--- src/cpuTypes.sv ---
package cpuTypes;

    // data word, instruction word or byte address
    typedef logic [31:0] word_t;

    // register index
    typedef logic [4:0] regbits_t;

    // primary opcodes, instr[31:26]
    typedef enum logic [5:0] {
        RTYPE = 6'h00,
        J     = 6'h02,
        JAL   = 6'h03,
        BEQ   = 6'h04,
        BNE   = 6'h05,
        ADDI  = 6'h08,
        ADDIU = 6'h09,
        SLTI  = 6'h0A,
        SLTIU = 6'h0B,
        ANDI  = 6'h0C,
        ORI   = 6'h0D,
        XORI  = 6'h0E,
        LUI   = 6'h0F,
        LW    = 6'h23,
        SW    = 6'h2B,
        HALT  = 6'h3F
    } opcode_t;

    // R-type function codes, instr[5:0]
    typedef enum logic [5:0] {
        SLLV = 6'h04,
        SRLV = 6'h06,
        JR   = 6'h08,
        ADD  = 6'h20,
        ADDU = 6'h21,
        SUB  = 6'h22,
        SUBU = 6'h23,
        AND  = 6'h24,
        OR   = 6'h25,
        XOR  = 6'h26,
        NOR  = 6'h27
    } funct_t;

    typedef enum logic [3:0] {
        ALU_ADD,
        ALU_SUB,
        ALU_AND,
        ALU_OR,
        ALU_XOR,
        ALU_NOR,
        ALU_SLL,
        ALU_SRL,
        ALU_SLT,
        ALU_SLTU
    } aluop_t;

    // instruction phases of the sequencer
    typedef enum logic [2:0] {
        FETCH,
        DECODE,
        MEMORY,
        WRITEBACK,
        HALTED
    } busState_t;

endpackage

--- src/controlUnit.sv ---
`timescale 1ns/1ns

module controlUnit (
    input  cpuTypes::word_t    instr,
    output cpuTypes::opcode_t  opcode,
    output cpuTypes::funct_t   funct,
    output cpuTypes::regbits_t regRs,
    output cpuTypes::regbits_t regRt,
    output cpuTypes::regbits_t regRd,
    output logic [15:0]        immAddr,
    output logic [25:0]        jAddr,
    output cpuTypes::aluop_t   aluCtr,
    output logic               regDst,
    output logic               regWr,
    output logic               extOp,
    output logic               aluSrc,
    output logic               memToReg,
    output logic               dREN,
    output logic               dWEN,
    output logic               beqS,
    output logic               bneS,
    output logic               jumpS,
    output logic               jalS,
    output logic               jrS,
    output logic               lui,
    output logic               halt
);

    // field split
    assign opcode  = cpuTypes::opcode_t'(instr[31:26]);
    assign regRs   = instr[25:21];
    assign regRt   = instr[20:16];
    assign regRd   = instr[15:11];
    assign immAddr = instr[15:0];
    assign jAddr   = instr[25:0];
    assign funct   = cpuTypes::funct_t'(instr[5:0]);

    always_comb begin
        // everything inactive unless an opcode claims it
        regDst   = 1'b0;
        regWr    = 1'b0;
        extOp    = 1'b0;
        aluSrc   = 1'b0;
        memToReg = 1'b0;
        dREN     = 1'b0;
        dWEN     = 1'b0;
        beqS     = 1'b0;
        bneS     = 1'b0;
        jumpS    = 1'b0;
        jalS     = 1'b0;
        jrS      = 1'b0;
        lui      = 1'b0;
        halt     = 1'b0;
        aluCtr   = cpuTypes::ALU_ADD;
        case (opcode)
            cpuTypes::RTYPE: begin
                regWr  = 1'b1;
                regDst = 1'b1;
                case (funct)
                    cpuTypes::SLLV: aluCtr = cpuTypes::ALU_SLL;
                    cpuTypes::SRLV: aluCtr = cpuTypes::ALU_SRL;
                    cpuTypes::ADD,
                    cpuTypes::ADDU: aluCtr = cpuTypes::ALU_ADD;
                    cpuTypes::SUB,
                    cpuTypes::SUBU: aluCtr = cpuTypes::ALU_SUB;
                    cpuTypes::AND:  aluCtr = cpuTypes::ALU_AND;
                    cpuTypes::OR:   aluCtr = cpuTypes::ALU_OR;
                    cpuTypes::XOR:  aluCtr = cpuTypes::ALU_XOR;
                    cpuTypes::NOR:  aluCtr = cpuTypes::ALU_NOR;
                    cpuTypes::JR: begin
                        // target comes straight from rs
                        regWr = 1'b0;
                        jrS   = 1'b1;
                    end
                    default: regWr = 1'b0;
                endcase
            end
            cpuTypes::J: jumpS = 1'b1;
            cpuTypes::JAL: begin
                regWr  = 1'b1;
                regDst = 1'b1;
                jalS   = 1'b1;
            end
            cpuTypes::BEQ, cpuTypes::BNE: begin
                // compare by subtraction, zero flag decides
                beqS   = (opcode == cpuTypes::BEQ);
                bneS   = (opcode == cpuTypes::BNE);
                aluCtr = cpuTypes::ALU_SUB;
            end
            cpuTypes::ADDI, cpuTypes::ADDIU: begin
                regWr  = 1'b1;
                extOp  = 1'b1;
                aluSrc = 1'b1;
            end
            cpuTypes::SLTI, cpuTypes::SLTIU: begin
                regWr  = 1'b1;
                extOp  = 1'b1;
                aluSrc = 1'b1;
                aluCtr = (opcode == cpuTypes::SLTI) ? cpuTypes::ALU_SLT : cpuTypes::ALU_SLTU;
            end
            cpuTypes::ANDI, cpuTypes::ORI, cpuTypes::XORI: begin
                // logic immediates are zero extended
                regWr  = 1'b1;
                aluSrc = 1'b1;
                if (opcode == cpuTypes::ANDI) begin
                    aluCtr = cpuTypes::ALU_AND;
                end else if (opcode == cpuTypes::ORI) begin
                    aluCtr = cpuTypes::ALU_OR;
                end else begin
                    aluCtr = cpuTypes::ALU_XOR;
                end
            end
            cpuTypes::LUI: begin
                regWr = 1'b1;
                lui   = 1'b1;
            end
            cpuTypes::LW: begin
                regWr    = 1'b1;
                extOp    = 1'b1;
                aluSrc   = 1'b1;
                memToReg = 1'b1;
                dREN     = 1'b1;
            end
            cpuTypes::SW: begin
                extOp  = 1'b1;
                aluSrc = 1'b1;
                dWEN   = 1'b1;
            end
            cpuTypes::HALT: halt = 1'b1;
            default: ;
        endcase
    end

endmodule

--- src/aluUnit.sv ---
`timescale 1ns/1ns

module aluUnit (
    input  cpuTypes::word_t  portA,
    input  cpuTypes::word_t  portB,
    input  cpuTypes::aluop_t aluCtr,
    output cpuTypes::word_t  result,
    output logic             zero
);

    // shift amount from rs, as SLLV and SRLV use it
    logic [4:0] shamt;

    assign shamt = portA[4:0];

    always_comb begin
        case (aluCtr)
            cpuTypes::ALU_ADD:  result = portA + portB;
            cpuTypes::ALU_SUB:  result = portA - portB;
            cpuTypes::ALU_AND:  result = portA & portB;
            cpuTypes::ALU_OR:   result = portA | portB;
            cpuTypes::ALU_XOR:  result = portA ^ portB;
            cpuTypes::ALU_NOR:  result = ~(portA | portB);
            cpuTypes::ALU_SLL:  result = portB << shamt;
            cpuTypes::ALU_SRL:  result = portB >> shamt;
            cpuTypes::ALU_SLT: begin
                result = {31'b0, $signed(portA) < $signed(portB)};
            end
            cpuTypes::ALU_SLTU: begin
                result = {31'b0, portA < portB};
            end
            default: result = '0;
        endcase
    end

    // branch compare
    assign zero = (result == '0);

endmodule

--- src/registerFile.sv ---
`timescale 1ns/1ns

module registerFile (
    input  logic               clk,
    input  logic               rstN,
    input  logic               wEn,
    input  cpuTypes::regbits_t wSel,
    input  cpuTypes::regbits_t rSel1,
    input  cpuTypes::regbits_t rSel2,
    input  cpuTypes::word_t    wData,
    output cpuTypes::word_t    rData1,
    output cpuTypes::word_t    rData2
);

    cpuTypes::word_t regs [32];

    always_ff @(posedge clk) begin
        if (!rstN) begin
            for (int i = 0; i < 32; i++) begin
                regs[i] <= '0;
            end
        end else if (wEn && (wSel != '0)) begin
            // r0 never written, stays zero
            regs[wSel] <= wData;
        end
    end

    assign rData1 = regs[rSel1];
    assign rData2 = regs[rSel2];

endmodule

--- src/busMaster.sv ---
`timescale 1ns/1ns

module busMaster (
    input  logic clk,
    input  logic rstN,
    input  logic wbAck,
    input  logic dREN,
    input  logic dWEN,
    input  logic halt,
    output logic wbCyc,
    output logic wbStb,
    output logic wbWe,
    output logic instrLoad,
    output logic memDone,
    output logic commit,
    output logic halted
);

    cpuTypes::busState_t state;

    // request and direction held until ack
    logic busReq;
    logic weReg;

    always_ff @(posedge clk) begin
        if (!rstN) begin
            state  <= cpuTypes::FETCH;
            busReq <= 1'b0;
            weReg  <= 1'b0;
        end else begin
            case (state)
                cpuTypes::FETCH: begin
                    if (busReq && wbAck) begin
                        state  <= cpuTypes::DECODE;
                        busReq <= 1'b0;
                    end else begin
                        // first fetch after reset raises the request here
                        busReq <= 1'b1;
                    end
                end
                cpuTypes::DECODE: begin
                    if (dREN || dWEN) begin
                        state  <= cpuTypes::MEMORY;
                        busReq <= 1'b1;
                        weReg  <= dWEN;
                    end else begin
                        state <= cpuTypes::WRITEBACK;
                    end
                end
                cpuTypes::MEMORY: begin
                    if (wbAck) begin
                        state  <= cpuTypes::WRITEBACK;
                        busReq <= 1'b0;
                        weReg  <= 1'b0;
                    end
                end
                cpuTypes::WRITEBACK: begin
                    if (halt) begin
                        state <= cpuTypes::HALTED;
                    end else begin
                        state  <= cpuTypes::FETCH;
                        busReq <= 1'b1;
                    end
                end
                cpuTypes::HALTED: busReq <= 1'b0;
                default: begin
                    state  <= cpuTypes::FETCH;
                    busReq <= 1'b0;
                    weReg  <= 1'b0;
                end
            endcase
        end
    end

    assign wbCyc = busReq;
    assign wbStb = busReq;
    assign wbWe  = weReg;

    // phase strobes for the datapath
    assign instrLoad = (state == cpuTypes::FETCH) && busReq && wbAck;
    assign memDone   = (state == cpuTypes::MEMORY) && wbAck;
    assign commit    = (state == cpuTypes::WRITEBACK);
    assign halted    = (state == cpuTypes::HALTED);

endmodule

--- src/mipsCore.sv ---
`timescale 1ns/1ns

module mipsCore #(
    parameter cpuTypes::word_t resetVector = '0
) (
    input  logic            clk,
    input  logic            rstN,
    output logic            wbCyc,
    output logic            wbStb,
    output logic            wbWe,
    output cpuTypes::word_t wbAdr,
    output cpuTypes::word_t wbDatW,
    input  cpuTypes::word_t wbDatR,
    input  logic            wbAck,
    output logic            halt
);

    cpuTypes::word_t pc, pcPlus4, nextPc, instrReg, loadData;
    cpuTypes::word_t extImm, aluB, aluResult, rData1, rData2, wData;
    cpuTypes::regbits_t regRs, regRt, regRd, wSel;
    cpuTypes::aluop_t aluCtr;
    logic [15:0] immAddr;
    logic [25:0] jAddr;
    logic regDst, regWr, extOp, aluSrc, memToReg, dREN, dWEN;
    logic beqS, bneS, jumpS, jalS, jrS, lui, haltInstr;
    logic zero, branchTaken;
    logic instrLoad, memDone, commit;
    // high from commit until the next instruction is in
    logic fetching;

    always_ff @(posedge clk) begin
        if (!rstN) begin
            pc       <= resetVector;
            fetching <= 1'b1;
        end else if (commit) begin
            pc       <= nextPc;
            fetching <= 1'b1;
        end else if (instrLoad) begin
            fetching <= 1'b0;
        end
    end

    always_ff @(posedge clk) begin
        if (instrLoad) begin
            instrReg <= wbDatR;
        end
        if (memDone && dREN) begin
            loadData <= wbDatR;
        end
    end

    controlUnit controlUnit_inst (
        .instr(instrReg), .opcode(), .funct(),
        .regRs(regRs), .regRt(regRt), .regRd(regRd),
        .immAddr(immAddr), .jAddr(jAddr), .aluCtr(aluCtr),
        .regDst(regDst), .regWr(regWr), .extOp(extOp), .aluSrc(aluSrc),
        .memToReg(memToReg), .dREN(dREN), .dWEN(dWEN),
        .beqS(beqS), .bneS(bneS), .jumpS(jumpS), .jalS(jalS), .jrS(jrS),
        .lui(lui), .halt(haltInstr)
    );

    assign extImm = extOp ? {{16{immAddr[15]}}, immAddr} : {16'b0, immAddr};
    assign aluB   = aluSrc ? extImm : rData2;

    aluUnit aluUnit_inst (
        .portA(rData1), .portB(aluB), .aluCtr(aluCtr),
        .result(aluResult), .zero(zero)
    );

    // JAL links into r31
    assign wSel = jalS ? 5'd31 : (regDst ? regRd : regRt);

    always_comb begin
        if (jalS) begin
            wData = pcPlus4;
        end else if (lui) begin
            wData = {immAddr, 16'b0};
        end else if (memToReg) begin
            wData = loadData;
        end else begin
            wData = aluResult;
        end
    end

    registerFile registerFile_inst (
        .clk(clk), .rstN(rstN), .wEn(commit && regWr), .wSel(wSel),
        .rSel1(regRs), .rSel2(regRt), .wData(wData),
        .rData1(rData1), .rData2(rData2)
    );

    // next PC, jump first, then jr, then taken branch
    assign pcPlus4     = pc + 32'd4;
    assign branchTaken = (beqS && zero) || (bneS && !zero);

    always_comb begin
        if (jumpS || jalS) begin
            nextPc = {pcPlus4[31:28], jAddr, 2'b00};
        end else if (jrS) begin
            nextPc = rData1;
        end else if (branchTaken) begin
            // branch offset is always sign extended
            nextPc = pcPlus4 + {{14{immAddr[15]}}, immAddr, 2'b00};
        end else begin
            nextPc = pcPlus4;
        end
    end

    busMaster busMaster_inst (
        .clk(clk), .rstN(rstN), .wbAck(wbAck),
        .dREN(dREN), .dWEN(dWEN), .halt(haltInstr),
        .wbCyc(wbCyc), .wbStb(wbStb), .wbWe(wbWe),
        .instrLoad(instrLoad), .memDone(memDone), .commit(commit),
        .halted(halt)
    );

    // PC for fetch, effective address for LW and SW
    assign wbAdr  = fetching ? pc : aluResult;
    assign wbDatW = rData2;

endmodule

--- config.mk ---
export PLATFORM = sky130hd
export DESIGN_NAME = mipsCore
export DESIGN_NICKNAME = d
export VERILOG_FILES = /design/src/cpuTypes.sv /design/src/controlUnit.sv /design/src/aluUnit.sv /design/src/registerFile.sv /design/src/busMaster.sv /design/src/mipsCore.sv
export SDC_FILE = /design/constraint.sdc
export NUM_CORES = 2
export LEC_CHECK = 0
export BUFFER_PORTS_ARGS = -buffer_cell sky130_fd_sc_hd__buf_2
export CAP_MARGIN = 5
export CORE_ASPECT_RATIO = 1.4
export CORE_MARGIN = 2
export CORE_UTILIZATION = 60
export CTS_CLUSTER_DIAMETER = 50
export CTS_CLUSTER_SIZE = 25
export DETAILED_ROUTE_END_ITERATION = 8
export GPL_TIMING_DRIVEN = 1
export HOLD_SLACK_MARGIN = 0.08
export PLACE_DENSITY = 0.8
export SETUP_SLACK_MARGIN = 0.02
export SYNTH_ARGS = -nofsm -noshare
export SYNTH_HDL_FRONTEND = slang
export SYNTH_HIERARCHICAL = 1
export SYNTH_SLANG_ARGS = --single-unit
--- constraint.sdc ---
create_clock -name clk -period 8.3 [get_ports clk]
set_clock_uncertainty 0.1 [all_clocks]
set_input_delay 2.075 -clock clk [delete_from_list [all_inputs] [get_ports clk]]
set_output_delay 2.075 -clock clk [all_outputs]
set_load 0.05 [all_outputs]
==> results.json <==
{
  "cts_buffers": 95,
  "wl_met3_mm": 37.15,
  "antenna_found_initial": 15,
  "pwr-share-clk_pct": 23.7,
  "clock_latency_ps": 760,
  "postCtsHoldBufs": 0,
  "setup_viol": 9,
  "r2r_cells": 31,
  "syn_area_um2": 74570,
  "rsz0062_at_grt": "true",
  "min_period_ps": 8453,
  "path_class": "reg -> out",
  "dieArea_um2": 127200,
  "worst_slack_ps": -152.8,
  "drive_above_1_share_pct": 20.02,
  "via_count": 64390,
  "fp.dieW_um": 301.9,
  "r2r_end": "pc[30]$_SDFFE_PN0P_",
  "worst_slew_pin_slew_ps": 1463,
  "arrival_ps": 6280,
  "initial_core_util_pct": 60.20,
  "wl_per_cell_um": 33.99,
  "start_kind": "register",
  "dr.pass1.iters": 6,
  "top_layer": "met5",
  "ant_nets": 0,
  "placed_area_um2": 79900,
  "p_leak_uw": 0.03508,
  "outcome": "finished, violations left",
  "syn_to_final_growth_pct": 16.14,
  "clockRootBuffer": "clkbuf_16",
  "maxCapViolCount": 0,
  "rr_startpoint": "instrReg[16]$_DFFE_PP_",
  "placementRows": 153,
  "die_h_um": 421.1,
  "coreArea_um2": 123900,
  "internal-power_uw": 11890,
  "combPwrFrac_pct": 44.0,
  "final_cell_mix": "1115 x mux2i_1, 1088 x edfxtp_1, 1005 x and2_1",
  "cts.sinks": 1126,
  "port_buffers": 102,
  "drc": 0,
  "power_switching_uw": 8416,
  "power.share.sequential_pct": 32.4,
  "grt_first_pass_wirelength_mm": 431.1,
  "ir_drop_mv": 0.2786,
  "syn_area_per_cell_um2": 10.51,
  "fin_nets": 7493,
  "stdcell_area_um2": 86600,
  "critical_path_required_ps": 6120,
  "yosysWarnings": 6,
  "drt_iter0_drc": 9218,
  "drt-total-wl_mm": 307.2,
  "pwr_density_cell_nw_per_um2": 234.5,
  "hold_viol": 0,
  "cts_tree": "built",
  "wl_met1_mm": 97.42,
  "io_pins": 103,
  "max_freq_ghz": 0.1183,
  "timing.slew.headroom_pct": 2.437,
  "grt_pass1_vias": 62760,
  "crit_path_end": "wbAdr[27]",
  "via_per_inst": 7.124,
  "mostFrequentLayoutCell": "mux2i_1",
  "worst-path-max-fanout": 16,
  "cts.reportedPaths.clkPinSlew_ps": 60,
  "ctsLongestPathBuffers": 3,
  "gp_congestion": 1.100,
  "setup_tns_ps": -517.3,
  "grt_usage_pct": 46.78,
  "end_kind": "primary output",
  "cts_max_level": 3,
  "met2_length_mm": 141.1,
  "post-dp-hpwl_mm": 206.4,
  "total_power_uw": 20310,
  "synthCells": 7094,
  "violations": "setup timing",
  "grt_overflow_total": 0,
  "grt_max_degree": 57,
  "hp-class": "reg -> reg",
  "pre_cts_ws_ps": -192.8,
  "drv_slew": 0,
  "critPathLaunch": "instrReg[24]$_DFFE_PP_",
  "swShare_pct": 41.44,
  "reg2reg_slack_ps": 430,
  "timing.final.crit_share_pct": 101.8
}
==> area by class of cell <==
class,instances,area [um2]
Sequential cell,1126,33430
Fill cell,8820,37260
Multi-Input combinational cell,5160,39760
Tap cell,1627,2036
Clock inverter,72,829.5
Antenna cell,9,22.52
Timing Repair Buffer,789,7492
Clock buffer,106,2450
Inverter,149,576.8
==> registers in the layout (all words and copies together) (netlist names) <==
signal and flops:
busMaster_inst/wbCyc 1, loadData 32, pc 32, busMaster_inst/wbWe 1, fetching 1, registerFile_inst/regs 1024, busMaster_inst/state 3, instrReg 32
==> worst min-delay path by stage <==
stage,startpoint,endpoint,slack [ps],depth (start not counted)
5_1_grt,busMaster_inst/wbWe$_SDFFE_PN0P_,busMaster_inst/wbWe$_SDFFE_PN0P_,460,2
3_3_place_gp,busMaster_inst/wbWe$_SDFFE_PN0P_,busMaster_inst/wbWe$_SDFFE_PN0P_,380,2
2_1_floorplan,pc[23]$_SDFFE_PN0P_,pc[23]$_SDFFE_PN0P_,360,2
4_1_cts,pc[0]$_SDFFE_PN0P_,pc[0]$_SDFFE_PN0P_,440,2
6_report,busMaster_inst/wbWe$_SDFFE_PN0P_,busMaster_inst/wbWe$_SDFFE_PN0P_,440,2
3_5_place_dp,pc[0]$_SDFFE_PN0P_,pc[0]$_SDFFE_PN0P_,420,2
==> power groups by stage <==
| stage | clock [uW] | combinational (uW) | sequential, uW |
|---|---|---|---|
| 2_1_floorplan | 0 | 4190 | 6640 |
| 3_3_place_gp | 0 | 7660 | 6670 |
| 3_5_place_dp | 0 | 7690 | 6690 |
| 4_1_cts | 4810 | 7980 | 6560 |
| 5_1_grt | 5000 | 9070 | 6580 |
| 6_report | 4810 | 8930 | 6570 |
==> per-layer routing <==
layer  vias to the layer above  GRT usage, %
li1                      26580             -
met1                     30920         52.52
met2                      5306         74.55
met3                      1577         12.00
met4                         8         38.80
met5                         -             0
==> worst max-delay path: stages, from the launching register on <==
cell and delay (ps):
edfxtp_1 550, nand2b_1 370, buf_4 290, buf_4 370, buf_4 220, a21oi_1 80
a31oi_2 410, nand3_1 310, buf_4 330, ha_1 360, a221oi_1 340, nand3_1 270
a211oi_2 420, o2111ai_4 190, inv_2 90, a32oi_2 50, a31o_4 350, mux2_4 350
buf_12 160
==> stage by stage <==
stage                     hold slack, ps  utilization [%]  instances
after global placement             384.1            64.51       8749
after floorplan                    355.5                -       7125
after global routing               462.6            69.90       9029
final                              437.3            69.92       9038
after CTS                          441.3            68.46       8982
after detailed placement           423.1            64.51       8749
==> repair_timing <==
| item | CTS | global route |
|---|---|---|
| gates resized for setup | 168 | 256 |
| pin swaps | 36 | 89 |
| endpoints found under the setup margin | 32 | 27 |
| setup buffers | 42 | 36 |
| cloned | 13 | 9 |
Note: power is estimated with default switching activity, not from simulation.
